### config.mk
export PLATFORM = sky130hd
export DESIGN_NAME = octree_searcher
export DESIGN_NICKNAME = d
export VERILOG_FILES = /design/src/hw/octree_pkg.sv /design/src/hw/feature_fetcher.sv /design/src/hw/octree_searcher.sv /design/src/hw/sram_arbiter.sv /design/src/hw/sync_fifo.sv /design/src/hw/tree_walker.sv
export VERILOG_INCLUDE_DIRS = /design/src /design/src/hw
export SDC_FILE = /design/constraint.sdc
export NUM_CORES = 1
export LEC_CHECK = 0
export ABC_AREA = 1
export BUFFER_PORTS_ARGS = -buffer_cell sky130_fd_sc_hd__buf_2
export CAP_MARGIN = 5
export CORE_AREA = 2 2 350 352
export DETAILED_ROUTE_END_ITERATION = 10
export DIE_AREA = 0 0 352 354
export GPL_TIMING_DRIVEN = 0
export PLACE_DENSITY_LB_ADDON = 0.08
export SLEW_MARGIN = 25
export SYNTH_ARGS = -nofsm -noshare
export SYNTH_HDL_FRONTEND = slang
export SYNTH_HIERARCHICAL = 1
export SYNTH_SLANG_ARGS = --single-unit
### constraint.sdc
create_clock -name clk -period 3.6 [get_ports clk]
set_input_delay 0.72 -clock clk [delete_from_list [all_inputs] [get_ports clk]]
set_output_delay 0.72 -clock clk [all_outputs]
set_load 0.02 [all_outputs]
### src/hw/octree_cfg.svh
`ifndef OCTREE_CFG_SVH
`define OCTREE_CFG_SVH

// tree shape
`define TREE_LEVELS 4
`define LEVEL_BITS 3
`define POS_BITS 12
`define SLOT_BITS 12

// sram geometry
`define ADDR_BITS 16
`define WORD_BITS 64
`define NODE_BASE 0

// feature region, words per anchor
`define FEATURE_BASE 1024
`define FEATURE_LEN 4
`define FEATURE_SLOT_BITS 8

// queue sizes
`define SEARCH_DEPTH 64
`define ANCHOR_DEPTH 16

`endif

### src/hw/octree_pkg.sv
`default_nettype none
`include "octree_cfg.svh"

package octree_pkg;

  typedef logic [`ADDR_BITS-1:0]   addr_t;
  typedef logic [`WORD_BITS-1:0]   word_t;
  typedef logic [`LEVEL_BITS-1:0]  level_t;
  typedef logic [`POS_BITS-1:0]    pos_t;
  typedef logic [`SLOT_BITS-1:0]   slot_t;
  typedef logic [`TREE_LEVELS-1:0] lod_mask_t;

  typedef enum logic [1:0] {WALK_IDLE, WALK_POP, WALK_READ, WALK_SCAN} walk_state_e;
  typedef enum logic [1:0] {FETCH_IDLE, FETCH_READ, FETCH_WAIT, FETCH_HOLD} fetch_state_e;

  // slots in all shallower levels: 0, 1, 9, 73, 585
  function automatic slot_t level_base(input level_t lvl);
    slot_t base;
    base = '0;
    for (int k = 0; k < `TREE_LEVELS; k++) begin
      if (k < int'(lvl)) begin
        base = base + (slot_t'(1) << (3 * k));
      end
    end
    return base;
  endfunction

endpackage

`default_nettype wire

### src/hw/feature_fetcher.sv
`timescale 1ns/1ps
`default_nettype none
`include "octree_cfg.svh"

module feature_fetcher
  import octree_pkg::*;
(
  input  wire logic   clk,
  input  wire logic   rst_n,
  input  wire logic   start_i,
  input  wire logic   anchor_push_i,
  input  wire level_t anchor_level_i,
  input  wire pos_t   anchor_pos_i,
  output logic        anchor_full_o,
  input  wire logic   walk_done_i,
  output logic        req_o,
  output addr_t       addr_o,
  input  wire logic   gnt_i,
  input  wire logic   rvalid_i,
  input  wire word_t  rdata_i,
  output word_t       feature_o,
  output logic        feature_valid_o,
  input  wire logic   feature_ready_i,
  output logic        busy_o,
  output logic        done_o
);

  localparam int ENTRY_BITS = `LEVEL_BITS + `POS_BITS;
  localparam int WCNT_BITS  = (`FEATURE_LEN > 1) ? $clog2(`FEATURE_LEN) : 1;

  fetch_state_e                  state;
  logic [`FEATURE_SLOT_BITS-1:0] fslot;
  logic [WCNT_BITS-1:0]          word_cnt;
  word_t                         feature_q;
  logic                          busy_q;
  logic                          walk_seen;

  logic [ENTRY_BITS-1:0] aq_din;
  logic [ENTRY_BITS-1:0] aq_dout;
  logic                  aq_pop;
  logic                  aq_empty;
  level_t                head_level;
  pos_t                  head_pos;
  slot_t                 head_slot;
  logic                  last_word;

  assign aq_din                 = {anchor_level_i, anchor_pos_i};
  assign {head_level, head_pos} = aq_dout;
  assign head_slot              = level_base(head_level) + slot_t'(head_pos);
  assign aq_pop                 = (state == FETCH_IDLE) && !aq_empty;
  assign last_word              = (word_cnt == WCNT_BITS'(`FEATURE_LEN - 1));

  assign req_o  = (state == FETCH_READ);
  assign addr_o = addr_t'(`FEATURE_BASE) + addr_t'(fslot) * addr_t'(`FEATURE_LEN) +
                  addr_t'(word_cnt);

  assign feature_valid_o = (state == FETCH_HOLD);
  assign feature_o       = feature_q;
  // walk finished, queue drained, last word taken
  assign done_o = busy_q && walk_seen && aq_empty && (state == FETCH_IDLE);
  assign busy_o = busy_q;

  always_ff @(posedge clk or negedge rst_n) begin
    if (!rst_n) begin
      state     <= FETCH_IDLE;
      word_cnt  <= '0;
      busy_q    <= 1'b0;
      walk_seen <= 1'b0;
    end else begin
      case (state)
        FETCH_IDLE: begin
          if (!aq_empty) begin
            word_cnt <= '0;
            state    <= FETCH_READ;
          end
        end
        FETCH_READ: begin
          if (gnt_i) begin
            state <= FETCH_WAIT;
          end
        end
        FETCH_WAIT: begin
          if (rvalid_i) begin
            state <= FETCH_HOLD;
          end
        end
        FETCH_HOLD: begin
          if (feature_ready_i) begin
            word_cnt <= word_cnt + WCNT_BITS'(1);
            state    <= last_word ? FETCH_IDLE : FETCH_READ;
          end
        end
        default: state <= FETCH_IDLE;
      endcase
      if (start_i && !busy_q) begin
        busy_q    <= 1'b1;
        walk_seen <= 1'b0;
      end else if (done_o) begin
        busy_q <= 1'b0;
      end
      if (walk_done_i) begin
        walk_seen <= 1'b1;
      end
    end
  end

  always_ff @(posedge clk) begin
    if (aq_pop) begin
      fslot <= head_slot[`FEATURE_SLOT_BITS-1:0];
    end
    if ((state == FETCH_WAIT) && rvalid_i) begin
      feature_q <= rdata_i;
    end
  end

  sync_fifo #(
    .WIDTH (ENTRY_BITS),
    .DEPTH (`ANCHOR_DEPTH)
  ) u_anchor_q (
    .clk     (clk),
    .rst_n   (rst_n),
    .push_i  (anchor_push_i),
    .data_i  (aq_din),
    .pop_i   (aq_pop),
    .data_o  (aq_dout),
    .empty_o (aq_empty),
    .full_o  (anchor_full_o)
  );

endmodule

`default_nettype wire

### src/hw/octree_searcher.sv
`timescale 1ns/1ps
`default_nettype none

module octree_searcher
  import octree_pkg::*;
(
  input  wire logic      clk,
  input  wire logic      rst_n,
  input  wire logic      start_i,
  input  wire lod_mask_t lod_mask_i,
  output logic           busy_o,
  output logic           done_o,
  output logic           sram_cen_o,
  output addr_t          sram_addr_o,
  input  wire word_t     sram_q_i,
  output word_t          feature_o,
  output logic           feature_valid_o,
  input  wire logic      feature_ready_i
);

  logic   start_go;
  logic   walk_req;
  addr_t  walk_addr;
  logic   walk_gnt;
  logic   walk_rvalid;
  word_t  walk_rdata;
  logic   fetch_req;
  addr_t  fetch_addr;
  logic   fetch_gnt;
  logic   fetch_rvalid;
  word_t  fetch_rdata;
  logic   anchor_push;
  level_t anchor_level;
  pos_t   anchor_pos;
  logic   anchor_full;
  logic   walk_done;

  // starts during a search are dropped
  assign start_go = start_i && !busy_o;

  tree_walker u_walker (
    .clk            (clk),
    .rst_n          (rst_n),
    .start_i        (start_go),
    .lod_mask_i     (lod_mask_i),
    .req_o          (walk_req),
    .addr_o         (walk_addr),
    .gnt_i          (walk_gnt),
    .rvalid_i       (walk_rvalid),
    .rdata_i        (walk_rdata),
    .anchor_push_o  (anchor_push),
    .anchor_level_o (anchor_level),
    .anchor_pos_o   (anchor_pos),
    .anchor_full_i  (anchor_full),
    .walk_done_o    (walk_done)
  );

  feature_fetcher u_fetcher (
    .clk             (clk),
    .rst_n           (rst_n),
    .start_i         (start_go),
    .anchor_push_i   (anchor_push),
    .anchor_level_i  (anchor_level),
    .anchor_pos_i    (anchor_pos),
    .anchor_full_o   (anchor_full),
    .walk_done_i     (walk_done),
    .req_o           (fetch_req),
    .addr_o          (fetch_addr),
    .gnt_i           (fetch_gnt),
    .rvalid_i        (fetch_rvalid),
    .rdata_i         (fetch_rdata),
    .feature_o       (feature_o),
    .feature_valid_o (feature_valid_o),
    .feature_ready_i (feature_ready_i),
    .busy_o          (busy_o),
    .done_o          (done_o)
  );

  sram_arbiter u_arbiter (
    .clk            (clk),
    .rst_n          (rst_n),
    .walk_req_i     (walk_req),
    .walk_addr_i    (walk_addr),
    .walk_gnt_o     (walk_gnt),
    .walk_rvalid_o  (walk_rvalid),
    .walk_rdata_o   (walk_rdata),
    .fetch_req_i    (fetch_req),
    .fetch_addr_i   (fetch_addr),
    .fetch_gnt_o    (fetch_gnt),
    .fetch_rvalid_o (fetch_rvalid),
    .fetch_rdata_o  (fetch_rdata),
    .sram_cen_o     (sram_cen_o),
    .sram_addr_o    (sram_addr_o),
    .sram_q_i       (sram_q_i)
  );

endmodule

`default_nettype wire

### src/hw/sram_arbiter.sv
`timescale 1ns/1ps
`default_nettype none

module sram_arbiter
  import octree_pkg::*;
(
  input  wire logic  clk,
  input  wire logic  rst_n,
  input  wire logic  walk_req_i,
  input  wire addr_t walk_addr_i,
  output logic       walk_gnt_o,
  output logic       walk_rvalid_o,
  output word_t      walk_rdata_o,
  input  wire logic  fetch_req_i,
  input  wire addr_t fetch_addr_i,
  output logic       fetch_gnt_o,
  output logic       fetch_rvalid_o,
  output word_t      fetch_rdata_o,
  output logic       sram_cen_o,
  output addr_t      sram_addr_o,
  input  wire word_t sram_q_i
);

  logic walk_pend;
  logic fetch_pend;

  // walker has priority
  assign walk_gnt_o  = walk_req_i;
  assign fetch_gnt_o = fetch_req_i && !walk_req_i;
  assign sram_cen_o  = !(walk_req_i || fetch_req_i);
  assign sram_addr_o = walk_req_i ? walk_addr_i : fetch_addr_i;

  // read data lands one cycle after the grant
  always_ff @(posedge clk or negedge rst_n) begin
    if (!rst_n) begin
      walk_pend  <= 1'b0;
      fetch_pend <= 1'b0;
    end else begin
      walk_pend  <= walk_gnt_o;
      fetch_pend <= fetch_gnt_o;
    end
  end

  assign walk_rvalid_o  = walk_pend;
  assign fetch_rvalid_o = fetch_pend;
  assign walk_rdata_o   = sram_q_i;
  assign fetch_rdata_o  = sram_q_i;

endmodule

`default_nettype wire

### src/hw/sync_fifo.sv
`timescale 1ns/1ps
`default_nettype none

module sync_fifo #(
  parameter int WIDTH = 8,
  parameter int DEPTH = 16
) (
  input  wire logic             clk,
  input  wire logic             rst_n,
  input  wire logic             push_i,
  input  wire logic [WIDTH-1:0] data_i,
  input  wire logic             pop_i,
  output logic      [WIDTH-1:0] data_o,
  output logic                  empty_o,
  output logic                  full_o
);

  localparam int PTR_W = (DEPTH > 1) ? $clog2(DEPTH) : 1;
  localparam int CNT_W = $clog2(DEPTH + 1);

  logic [WIDTH-1:0] mem [DEPTH];
  logic [PTR_W-1:0] wr_ptr;
  logic [PTR_W-1:0] rd_ptr;
  logic [CNT_W-1:0] count;
  logic             do_push;
  logic             do_pop;

  assign do_push = push_i && !full_o;
  assign do_pop  = pop_i && !empty_o;
  assign empty_o = (count == '0);
  assign full_o  = (count == CNT_W'(DEPTH));
  // head shows without a read cycle
  assign data_o  = mem[rd_ptr];

  always_ff @(posedge clk) begin
    if (do_push) begin
      mem[wr_ptr] <= data_i;
    end
  end

  always_ff @(posedge clk or negedge rst_n) begin
    if (!rst_n) begin
      wr_ptr <= '0;
      rd_ptr <= '0;
      count  <= '0;
    end else begin
      if (do_push) begin
        wr_ptr <= (wr_ptr == PTR_W'(DEPTH - 1)) ? '0 : wr_ptr + PTR_W'(1);
      end
      if (do_pop) begin
        rd_ptr <= (rd_ptr == PTR_W'(DEPTH - 1)) ? '0 : rd_ptr + PTR_W'(1);
      end
      if (do_push && !do_pop) begin
        count <= count + CNT_W'(1);
      end else if (do_pop && !do_push) begin
        count <= count - CNT_W'(1);
      end
    end
  end

endmodule

`default_nettype wire

### src/hw/tree_walker.sv
`timescale 1ns/1ps
`default_nettype none
`include "octree_cfg.svh"

module tree_walker
  import octree_pkg::*;
(
  input  wire logic      clk,
  input  wire logic      rst_n,
  input  wire logic      start_i,
  input  wire lod_mask_t lod_mask_i,
  output logic           req_o,
  output addr_t          addr_o,
  input  wire logic      gnt_i,
  input  wire logic      rvalid_i,
  input  wire word_t     rdata_i,
  output logic           anchor_push_o,
  output level_t         anchor_level_o,
  output pos_t           anchor_pos_o,
  input  wire logic      anchor_full_i,
  output logic           walk_done_o
);

  localparam int ENTRY_BITS = `LEVEL_BITS + `POS_BITS;

  walk_state_e state;
  level_t      cur_level;
  pos_t        cur_pos;
  logic [7:0]  child_bits;
  logic [7:0]  self_bits;
  logic [2:0]  oct;
  logic        rd_pending;

  slot_t       node_slot;
  level_t      child_level;
  pos_t        child_pos;
  logic [15:0] lane_bits;
  logic        stall;
  logic        root_push;
  logic        child_push;

  logic                  sq_push;
  logic [ENTRY_BITS-1:0] sq_din;
  logic                  sq_pop;
  logic [ENTRY_BITS-1:0] sq_dout;
  logic                  sq_empty;
  logic                  sq_full;

  assign node_slot   = level_base(cur_level) + slot_t'(cur_pos);
  assign child_level = cur_level + level_t'(1);
  // child position is 8*p + octant
  assign child_pos   = {cur_pos[`POS_BITS-4:0], oct};
  // four 16-bit lanes per word
  assign lane_bits   = rdata_i[{node_slot[1:0], 4'b0000} +: 16];

  assign stall      = anchor_full_i || sq_full;
  assign root_push  = (state == WALK_IDLE) && start_i;
  assign child_push = (state == WALK_SCAN) && !stall && child_bits[oct] &&
                      (child_level < level_t'(`TREE_LEVELS));

  assign anchor_push_o  = (state == WALK_SCAN) && !stall && self_bits[oct] &&
                          lod_mask_i[cur_level[1:0]];
  assign anchor_level_o = child_level;
  assign anchor_pos_o   = child_pos;

  assign sq_push = root_push || child_push;
  assign sq_din  = root_push ? '0 : {child_level, child_pos};
  assign sq_pop  = (state == WALK_POP) && !sq_empty;

  assign req_o       = (state == WALK_READ) && !rd_pending;
  assign addr_o      = addr_t'(`NODE_BASE) + addr_t'(node_slot[`SLOT_BITS-1:2]);
  assign walk_done_o = (state == WALK_POP) && sq_empty;

  always_ff @(posedge clk or negedge rst_n) begin
    if (!rst_n) begin
      state      <= WALK_IDLE;
      oct        <= '0;
      rd_pending <= 1'b0;
    end else begin
      case (state)
        WALK_IDLE: begin
          if (start_i) begin
            state <= WALK_POP;
          end
        end
        WALK_POP: begin
          state <= sq_empty ? WALK_IDLE : WALK_READ;
        end
        WALK_READ: begin
          if (gnt_i) begin
            rd_pending <= 1'b1;
          end
          if (rvalid_i) begin
            rd_pending <= 1'b0;
            oct        <= '0;
            state      <= WALK_SCAN;
          end
        end
        WALK_SCAN: begin
          // one octant per cycle
          if (!stall) begin
            oct <= oct + 3'd1;
            if (oct == 3'd7) begin
              state <= WALK_POP;
            end
          end
        end
        default: state <= WALK_IDLE;
      endcase
    end
  end

  always_ff @(posedge clk) begin
    if (sq_pop) begin
      {cur_level, cur_pos} <= sq_dout;
    end
    if ((state == WALK_READ) && rvalid_i) begin
      for (int i = 0; i < 8; i++) begin
        child_bits[i] <= lane_bits[2*i];
        self_bits[i]  <= lane_bits[2*i+1];
      end
    end
  end

  // search queue of level and position
  sync_fifo #(
    .WIDTH (ENTRY_BITS),
    .DEPTH (`SEARCH_DEPTH)
  ) u_search_q (
    .clk     (clk),
    .rst_n   (rst_n),
    .push_i  (sq_push),
    .data_i  (sq_din),
    .pop_i   (sq_pop),
    .data_o  (sq_dout),
    .empty_o (sq_empty),
    .full_o  (sq_full)
  );

endmodule

`default_nettype wire

Word-level counts from Yosys, hierarchy flattened
Memories as Yosys holds them, arrays and structs flattened. A register that Yosys moved wholly into a read port is not among the register bits. Cells that the tools add are included.

Shifts and indexed selects: 1. Add/sub/neg operators: 21. Reductions and logical operators: 58. $lt $le $gt $ge: 11. Mux-type cells: 52. Eq/ne operators: 22.

Operator list (count): 64-bit by 7-bit indexed part select with 16-bit output (1); 12-bit two-way mux (3); 1-bit logical AND (26); 2-bit two-way mux (11); 16-bit by 2-bit adder with 16-bit output (1); 1-bit two-way mux (16); 16-bit two-way mux (1); 8-bit two-way mux (2); 2-bit one-hot mux with 4 select lines (2); 15-bit two-way mux (1); 5-bit two-way mux (3); 7-bit two-way mux (2); 2-bit nonzero test (7); 1-bit zero test (13); 11-bit by 10-bit adder with 12-bit output, first input constant (1); 12-bit by 10-bit adder with 12-bit output, second input constant (1); 12-bit adder (1); 12-bit by 7-bit adder with 12-bit output, second input constant (1); 6-bit by 1-bit adder with 6-bit output, second input constant (2); 6-bit equality test, second input constant (2); 1-bit by 3-bit < comparator with 1-bit output, first input constant (4); 2-bit by 3-bit < comparator with 1-bit output, first input constant (4); 6-bit two-way mux (2); 1-bit by 4-bit adder with 5-bit output, second input constant (2); other kinds (34) (56).

Word-level logic and storage cells: 186. Memories: 2. Register bits after elaboration: 134. Bits of input ports: 72. Output and inout port bits: 84. Memory bits (writable): 1200.

Memories: u_walker.u_search_q.mem (depth 64, width 15, rd ports 1, clocked after Yosys merged registers in 1, write ports 1, RTL line sync_fifo.sv:21) `logic [WIDTH-1:0] mem [DEPTH];`; u_fetcher.u_anchor_q.mem (depth 16, width 15, rd ports 1, clocked after Yosys merged registers in 0, write ports 1, RTL line sync_fifo.sv:21).

Depth between registers and ports, before layout
Gate-level depths: netlist of run 1.

Depth after elaboration: 12. Gate-level depth with buffers: 21. Mapped depth without buffers: 20.

Cells and area by module
Netlist of run 1, hierarchy kept.

By module, submodules not included: sync_fifo at u_walker.u_search_q (cells each 3958, area each 41985.3 um^2, times used 1, seq. area each 29303.1 um^2); sync_fifo at u_fetcher.u_anchor_q (cells each 1088, area each 11260.8 um^2, times used 1, seq. area each 7532.2 um^2); feature_fetcher (cells each 172, area each 2825.2 um^2, times used 1, seq. area each 2312.2 um^2); tree_walker (cells each 338, area each 2603.7 um^2, times used 1, seq. area each 1081.0 um^2); sram_arbiter (cells each 186, area each 1273.7 um^2, times used 1, seq. area each 50.0 um^2); octree_searcher (cells each 2, area each 10.0 um^2, times used 1, seq. area each 0.0 um^2).

Worst setup path before layout of run 1
No wires, ideal clock.

Path type: flip-flop to flip-flop. Start: register u_walker.cur_level[0] (read register of u_walker.u_search_q.mem). End: memory u_walker/u_search_q/mem[0][14] (netlist bit) (data pin). Setup slack: 0.237 ns. Data arrival time: 2.863 ns. Clock period less this slack: 3.363 ns. Stages on the path, launching flop included: 5. Library setup time: 0.499 ns. Required time: 3.101 ns. Buffers on the path: 0. Cell sequence: edfxtp_1 -> ha_1 -> xor2_1 -> inv_1 -> nor2_1.

Cells in the longest elaborated chain, start to end: 2.

RTL lines: start, declared (RTL line tree_walker.sv:27) `level_t cur_level;`; 3-bit by 1-bit adder with 3-bit output (RTL line tree_walker.sv:50) `assign child_level = cur_level + level_t'(1);`; net anchor_level[2] (RTL line octree_searcher.sv:33) `level_t anchor_level;`; 15-bit two-way mux (RTL line tree_walker.sv:67) `assign sq_din = root_push ? '0 : {child_level, child_pos};`; net u_walker.sq_din[14] (RTL line tree_walker.sv:43) `logic [ENTRY_BITS-1:0] sq_din;`; end, declared (RTL line sync_fifo.sv:21).

The timed path passes the listed nets, and every way through them passes these cells.

Worst setup path after layout of run 1
Start: register u_walker.cur_level[0] (read register of u_walker.u_search_q.mem). End: memory u_walker/u_search_q/mem[24][4] (netlist bit), enable pin.

Cells in the longest elaborated chain, start to end: 7.

RTL lines: 3-bit by 1-bit adder with 3-bit output (RTL line tree_walker.sv:50); net anchor_level[2] (RTL line octree_searcher.sv:33); 3-bit < comparator (RTL line tree_walker.sv:59) `` (child_level < level_t'(`TREE_LEVELS)); ``; 1-bit logical AND (RTL line tree_walker.sv:58) `assign child_push = (state == WALK_SCAN) && !stall && child_bits[oct] &&`; 1-bit logical OR (RTL line tree_walker.sv:66) `assign sq_push = root_push || child_push;`; net u_walker.sq_push (RTL line tree_walker.sv:42) `logic sq_push;`; 1-bit logical AND (RTL line sync_fifo.sv:28) `assign do_push = push_i && !full_o;`; net u_walker.u_search_q.do_push (RTL line sync_fifo.sv:25) `logic do_push;`; 1-bit two-way mux (RTL line sync_fifo.sv:36) `if (do_push) begin`; 1-bit two-way mux (implied by the code) (RTL line sync_fifo.sv:37) `mem[wr_ptr] <= data_i;`.

The timed path passes the listed nets, and every way through them passes these cells.

==> impl_metrics.csv, run 1 <==
group,metric,value,unit
setup_path,crit_path_max_incr_delay,0.61,ns
clock_tree,ctsLongestPathBuffers,3,
sta,period_needed,3.48,ns
die,die_area,0.125,mm^2
detailed_routing,vias,39300,
clock_tree,cts_tree,"done",
setup_path,critical_path.slowest_cell,"sky130_fd_sc_hd__nor2_2",
worst_hold_path,min-delay-path-class,"primary input to async pin",
sta,worst_clock_skew,0.0296,ns
setup_path,path_class,"flip-flop to flip-flop",
power,power.internal,34.4,mW
detailed_routing,wl_per_cell,22.5,um
sta,fin_hold_ws,0.0109,ns
placement,placed_cell_area,0.0616,mm^2
clock_tree,clk_pin_slew,0.06,ns
setup_path,family_with_the_most_delay_on_the_worst_path,"simple AND/OR/NAND/NOR gates",
die,initial_core_util,47.3,%
detailed_routing,detail_route.vias_per_cell,5.19,
logic_synthesis,synth-warning-count,6,
final_layout,postLayoutCellArea,0.0663,mm^2
die,die_width,352,um
placement,dp_hpwl,121000,um
clock_tree,cts.sink_count,1285,
power,max-vdd-ir-drop,0.520,mV
setup_path,cp.buffers_inverters,4,
global_routing,pin_count_of_the_biggest_net_entering_global_routing,56,
clock_tree,cts.htree.levels,4,
detailed_routing,detail_route.iter0.violations,4432,
power,powerDensity,867,mW/mm^2
global_routing,grt_first_pass_wirelength,248000,um
die,fp.dieH,354,um
global_routing,global_route.overflow_total,0,
setup_path,timing.critical_path.to_type,"flip-flop",
clock_tree,clk_root_buffer_cell,"sky130_fd_sc_hd__clkbuf_16",
power,swShare,40.2,%
sta,maxSlewViolCount,0,
sta,timing.final.hold_violations,0,
setup_path,critical_path_peak_fanout,10,
logic_synthesis,avgSynthCellArea,10.4,um^2
final_layout,flow.area_growth_from_synthesis,15.9,%
final_layout,nNetsFinal,5950,
setup_path,cp_cell_sequence,"buf_4, ha_1, xor2_4, nor2_1, nand3_1, nand2_1, inv_1, nor2_4, buf_6, nand4_4, nor2_2, buf_6",
run,timing.max_cap.violations,0,
sta,worst_pin_slew,1.06,ns
run_status,status,"completed",
setup_path,critical_path.startpoint_type,"flip-flop",
detailed_routing,drt-pass1-iter-count,5,
power,share_of_total_power_in_the_clock_network,23.8,%
placement,port_buffers,86,
global_routing,grt_antenna_before_repair,2,
sta,timing.slew.headroom,29.5,%
sta,fin_crit_sh,96.8,%
placement,globalplace.congestion,0.918,
final_layout,final_layout_size_suffix_gt1_share,14.4,%
sta,report.final.setup_viol,0,
sta,max_freq,287,MHz
setup_path,cpMostUsedCell,"sky130_fd_sc_hd__buf_6",
global_routing,first_global_vias,37400,
detailed_routing,wirelength,171000,um
setup_path,cp_data_arrival_time,3.93,ns
global_routing,all_layer_global_routing_usage,27.2,%
die,pin_count,156,
power,net-switching-power,23.1,mW
logic_synthesis,synthesis.area,0.0572,mm^2
clock_tree,cts_inserted_buffers,141,
detailed_routing,ant_nets,0,
detailed_routing,post-route-drc-count,0,
setup_path,critPathRequiredTime,4.05,ns
logic_synthesis,postSynthCellCount,5496,
die,rows,128,
power,seq_power_share,34.7,%
power,power.share.combinational,41.4,%
die,core,0.121,mm^2
clock_tree,clkLatencyLatePin,0.75,ns
power,static-leakage-power,27.3,nW
==> layout make-up <==
| type | instances | area (um^2) |
|---|---|---|
| timing repair buffer | 188 | 2190 |
| buffer | 410 | 2590 |
| fill | 10500 | 54600 |
| inverter | 705 | 2670 |
| clock inverter | 61 | 448 |
| antenna | 1 | 2.50 |
| tap | 1625 | 2030 |
| sequential | 1285 | 38400 |
| multi-input combinational | 3105 | 14200 |
| clock buffer | 190 | 3860 |
==> path summary, 6_finish.rpt <==
path | start | end | slack [ns] | cells past startpoint
worst max-delay path | u_walker/cur_level[0] | u_walker/u_search_q/mem[24][4] | 0.12 | 12
worst min-delay path | rst_n | u_fetcher/u_anchor_q/rd_ptr[3] | 0.01 | 1
worst max register to register | u_walker/cur_level[0] | u_walker/u_search_q/mem[24][4] | 0.12 | 12
worst min register to register | u_walker/rd_pending | u_arbiter/walk_rvalid_o | 0.47 | 1
max in group asynchronous | rst_n | u_walker/oct[1] | 3.06 | 1
min in group clk | sram_q_i[33] | u_fetcher/feature_o[33] | 0.15 | 1
==> metal layers <==
layer / vias up / share of wire [%] / GRT usage [%]
li1: 18600 / - / -
met1: 19100 / 43 / 37.8
met2: 1388 / 47 / 43.8
met3: 283 / 6.4 / 3.66
met4: 0 / 3.7 / 10.4
met5: - / 0 / 0
==> through the flow <==
stage               util [%]  setup WS, ns  power [mW]  setup TNS [ns]  std cells
finish                  54.9         0.117        57.5               0       7570
global route            54.9       -0.0142        60.1         -0.0278       7569
CTS                     54.8       0.00271        57.5               0       7563
detailed placement      50.9         -1.18        43.7         -543.47       7291
global placement        49.4         -3.74        41.0        -4165.86       7216
floorplan                  -         0.237        32.9               0       5505
==> state kept, by name, indices dropped and copies added, names as in the netlist, 7 cells and up <==
register / cells
u_fetcher/fslot: 8
u_fetcher/u_anchor_q/mem: 176
u_walker/u_search_q/count: 7
u_walker/self_bits: 8
u_fetcher/feature_o: 64
u_walker/u_search_q/mem: 960
u_walker/child_bits: 8
u_walker/cur_pos: 12
==> power by group through the flow <==
stage,logic [mW],registers (mW),clock network (mW)
global placement,20.8,20.3,0
global route,25.6,20.0,14.5
finish,23.8,20.0,13.7
detailed placement,23.4,20.3,0
floorplan,12.5,20.4,0
CTS,23.6,20.0,13.9
==> placed cells by master, fill, tap and decap left out, types with 9 or more instances in the layout <==
| cell | count |
|---|---|
| sky130_fd_sc_hd__inv_2 | 14 |
| sky130_fd_sc_hd__o21ai_1 | 21 |
| sky130_fd_sc_hd__buf_12 | 24 |
| sky130_fd_sc_hd__xor2_1 | 18 |
| sky130_fd_sc_hd__or2_1 | 22 |
| sky130_fd_sc_hd__conb_1 | 12 |
| sky130_fd_sc_hd__clkbuf_1 | 107 |
| sky130_fd_sc_hd__buf_16 | 28 |
| sky130_fd_sc_hd__o22ai_1 | 16 |
| sky130_fd_sc_hd__inv_1 | 680 |
| sky130_fd_sc_hd__nand2_2 | 10 |
| sky130_fd_sc_hd__nor2_2 | 54 |
| sky130_fd_sc_hd__xnor2_1 | 9 |
| sky130_fd_sc_hd__buf_1 | 15 |
| sky130_fd_sc_hd__clkbuf_16 | 148 |
| sky130_fd_sc_hd__buf_8 | 10 |
| sky130_fd_sc_hd__clkinv_1 | 39 |
| sky130_fd_sc_hd__nor2_4 | 46 |
| sky130_fd_sc_hd__or2_2 | 12 |
| sky130_fd_sc_hd__buf_4 | 205 |
| sky130_fd_sc_hd__nand4_1 | 11 |
| sky130_fd_sc_hd__buf_6 | 46 |
| sky130_fd_sc_hd__edfxtp_1 | 1239 |
| sky130_fd_sc_hd__clkinv_2 | 14 |
| sky130_fd_sc_hd__a21oi_1 | 38 |
| sky130_fd_sc_hd__dfrtp_1 | 43 |
| sky130_fd_sc_hd__buf_2 | 202 |
| sky130_fd_sc_hd__ha_1 | 38 |
| sky130_fd_sc_hd__nand3_1 | 653 |
| sky130_fd_sc_hd__nor2_1 | 359 |
| sky130_fd_sc_hd__nand2_1 | 1561 |
| sky130_fd_sc_hd__o21ai_0 | 187 |
==> timing repair <==
action                                  4_1_cts  5_1_grt
setup buffers                                21        5
pin swaps                                    12        5
resized for setup                            25       10
hold buffers                                  0        0
hold endpoints to repair                      0        0
endpoints found under the setup margin     1040      197
(Power assumes the default switching activity.)
==> run 2, diff against run 1 <==
--- a/config.mk
+++ b/config.mk
@@ -9,6 +9,8 @@
 export ABC_AREA = 1
 export BUFFER_PORTS_ARGS = -buffer_cell sky130_fd_sc_hd__buf_2
 export CAP_MARGIN = 5
+export CELL_PAD_IN_SITES_DETAIL_PLACEMENT = 0
+export CELL_PAD_IN_SITES_GLOBAL_PLACEMENT = 1
 export CORE_AREA = 2 2 350 352
 export DETAILED_ROUTE_END_ITERATION = 10
 export DIE_AREA = 0 0 352 354
==> constraint.sdc (replaced) <==
create_clock -name clk -period 3.9 [get_ports clk]
set_input_delay 0.78 -clock clk [delete_from_list [all_inputs] [get_ports clk]]
set_output_delay 0.78 -clock clk [all_outputs]
set_load 0.02 [all_outputs]
==> run 2 against run 1 <==
  * Sequential cell count is the same
  * Die area is the same
  * Via count shrank 0.51%
  * Combinational power shrank 8.8%
  * Critical endpoint is now u_walker/u_search_q/mem[44][7]
  * Cell count shrank 0.13%
  * Critical path type unchanged
  * Clock power shrank 9%
  * Sequential power shrank 8%
  * Worst setup slack gained 0.10 ns
==> impl_metrics.csv, run 2 (synthesis gave the netlist of run 1 again) <==
group,metric,value,unit
final_layout,insertedDiodeCount,0,
power,static-leakage-power,27.2,nW
global_routing,first_global_vias,37000,
clock_tree,clk_pin_slew,0.06,ns
sta,timing.slew.headroom,31.8,%
setup_path,critical_path.reg2reg.endpoint,"u_walker/u_search_q/mem[44][7]",
clock_tree,ctsLongestPathBuffers,3,
clock_tree,cts_inserted_buffers,142,
setup_path,critical_path.slowest_cell,"sky130_fd_sc_hd__nand4_1",
power,power.internal,31.4,mW
setup_path,reg2regPathDepth,12,
global_routing,pin_count_of_the_biggest_net_entering_global_routing,47,
detailed_routing,wl_per_cell,22.4,um
setup_path,path_class,"flip-flop to flip-flop",
run,timing.max_cap.violations,0,
die,rows,128,
sta,fin_crit_sh,94.4,%
final_layout,postLayoutCellArea,0.0660,mm^2
run_status,status,"completed",
final_layout,registers.top_by_ff_count,"u_walker/u_search_q/mem",
placement,port_buffers,86,
sta,period_needed,3.68,ns
final_layout,most_common_library_cell_in_the_layout_ignoring_fill_and_taps,"sky130_fd_sc_hd__nand2_1",
global_routing,all_layer_global_routing_usage,27.0,%
setup_path,crit_path_max_incr_delay,0.56,ns
setup_path,critical_path.startpoint_type,"flip-flop",
die,core,0.121,mm^2
detailed_routing,vias,39100,
detailed_routing,wirelength,170000,um
die,fp.dieH,354,um
power,power.share.combinational,41.3,%
detailed_routing,detail_route.iter0.violations,3601,
detailed_routing,ant_nets,0,
worst_hold_path,min-delay-path-class,"primary input to async pin",
setup_path,timing.critical_path.from,"u_walker/cur_level[0]",
clock_tree,cts.sink_count,1285,
global_routing,grt_first_pass_wirelength,245000,um
setup_path,critical_path_peak_fanout,10,
setup_path,cp.buffers_inverters,4,
final_layout,highest_count_cells_in_the_layout_ignoring_fill_and_taps,"1,561 x sky130_fd_sc_hd__nand2_1, 1,239 x sky130_fd_sc_hd__edfxtp_1, 681 x sky130_fd_sc_hd__inv_1",
setup_path,critPathRequiredTime,4.38,ns
detailed_routing,drt-pass1-iter-count,5,
die,pin_count,156,
final_layout,final_layout_size_suffix_gt1_share,14.3,%
power,max-vdd-ir-drop,0.585,mV
final_layout,nNetsFinal,5942,
power,share_of_total_power_in_the_clock_network,23.7,%
setup_path,family_with_the_most_delay_on_the_worst_path,"simple AND/OR/NAND/NOR gates",
setup_path,regToRegSetupSlack,0.22,ns
final_layout,largest_register_ff_count,960,
final_layout,finalCoreUtilization,54.6,%
detailed_routing,post-route-drc-count,0,
power,net-switching-power,21.2,mW
clock_tree,clk_root_buffer_cell,"sky130_fd_sc_hd__clkbuf_16",
setup_path,worst_r2r_startpoint,"u_walker/cur_level[0]",
setup_path,cpMostUsedCell,"sky130_fd_sc_hd__nor2_2",
clock_tree,clkLatencyLatePin,0.78,ns
die,initial_core_util,47.3,%
sta,report.final.setup_viol,0,
sta,timing.final.hold_violations,0,
setup_path,timing.critical_path.to_type,"flip-flop",
sta,worst_clock_skew,0.0219,ns
global_routing,global_route.overflow_total,0,
clock_tree,cts_tree,"done",
sta,worst_pin_slew,1.02,ns
placement,dp_hpwl,120000,um
power,powerDensity,797,mW/mm^2
setup_path,cp_cell_sequence,"buf_4, ha_1, xor2_4, nor2_1, nand3_1, nand2_1, inv_1, nor2_2, nand4_1, buf_6, nor2_2, buf_8",
global_routing,grt_antenna_before_repair,3,
clock_tree,cts.htree.levels,4,
die,die_area,0.125,mm^2
placement,placed_cell_area,0.0616,mm^2
final_layout,flow.area_growth_from_synthesis,15.3,%
detailed_routing,detail_route.vias_per_cell,5.17,
power,seq_power_share,35.1,%
setup_path,cp_data_arrival_time,4.16,ns
power,swShare,40.3,%
placement,globalplace.congestion,0.932,
sta,maxSlewViolCount,0,
sta,max_freq,272,MHz
die,die_width,352,um
[run 2: worst max path at each step]
stage,end,slack (ns),cells after the start
2_1_floorplan,u_walker/u_search_q/mem[0][14],0.54,4
3_3_place_gp,u_walker/u_search_q/mem[13][8],-3.43,7
3_5_place_dp,u_walker/u_search_q/mem[58][9],-1.04,11
4_1_cts,u_walker/u_search_q/count[6],0.08,20
5_1_grt,sram_addr_o[6],-0.02,11
6_report,u_walker/u_search_q/mem[44][7],0.22,12
[run 2: power by group through the flow]
stage / Sequential, mW / Combinational [mW] / Clock (mW)
final: 18.4 / 21.7 / 12.5
after global routing: 18.5 / 23.4 / 13.2
after CTS: 18.5 / 21.6 / 12.7
after detailed placement: 18.7 / 21.4 / 0
after global placement: 18.9 / 19.3 / 0
after floorplan: 18.8 / 11.5 / 0
[run 2: repair_timing]
| item | CTS | global route |
|---|---|---|
| pin swaps | 2 | 0 |
| setup buffers | 10 | 3 |
| endpoints found under the hold margin | 0 | 0 |
| hold buffers | 0 | 0 |
| resized for setup | 11 | 6 |
| gates cloned | 0 | 0 |
| setup endpoints to repair | 909 | 222 |
[run 2: stage by stage]
step / cells / hold WS, ns / power (mW) / TNS (ns) / setup slack [ns]
after CTS: 7557 / 0.0468 / 52.7 / 0 / 0.0809
after detailed placement: 7296 / 0.449 / 40.2 / -411.63 / -1.04
final: 7560 / 0.0502 / 52.6 / 0 / 0.218
after global placement: 7216 / 0.445 / 38.1 / -3719.08 / -3.43
after global routing: 7560 / 0.0814 / 55.1 / -0.0164 / -0.0164
after floorplan: 5505 / 0.435 / 30.3 / 0 / 0.537
[run 2: layout make-up]
type,instances,area [um^2]
fillers,10600,54900
flip-flops and latches,1285,38400
multi-input cells,3105,14100
clock buffers,182,3790
inverters,705,2670
plain buffers,410,2590
well taps,1625,2030
repair buffers,179,2030
clock inverters,69,448
[run 2: routing by layer]
layer | track usage, % | share of wire (%)
met1 | 36.9 | 43
met4 | 10.7 | 3.8
met3 | 3.70 | 6.2
met2 | 43.9 | 47
met5 | 0 | 0
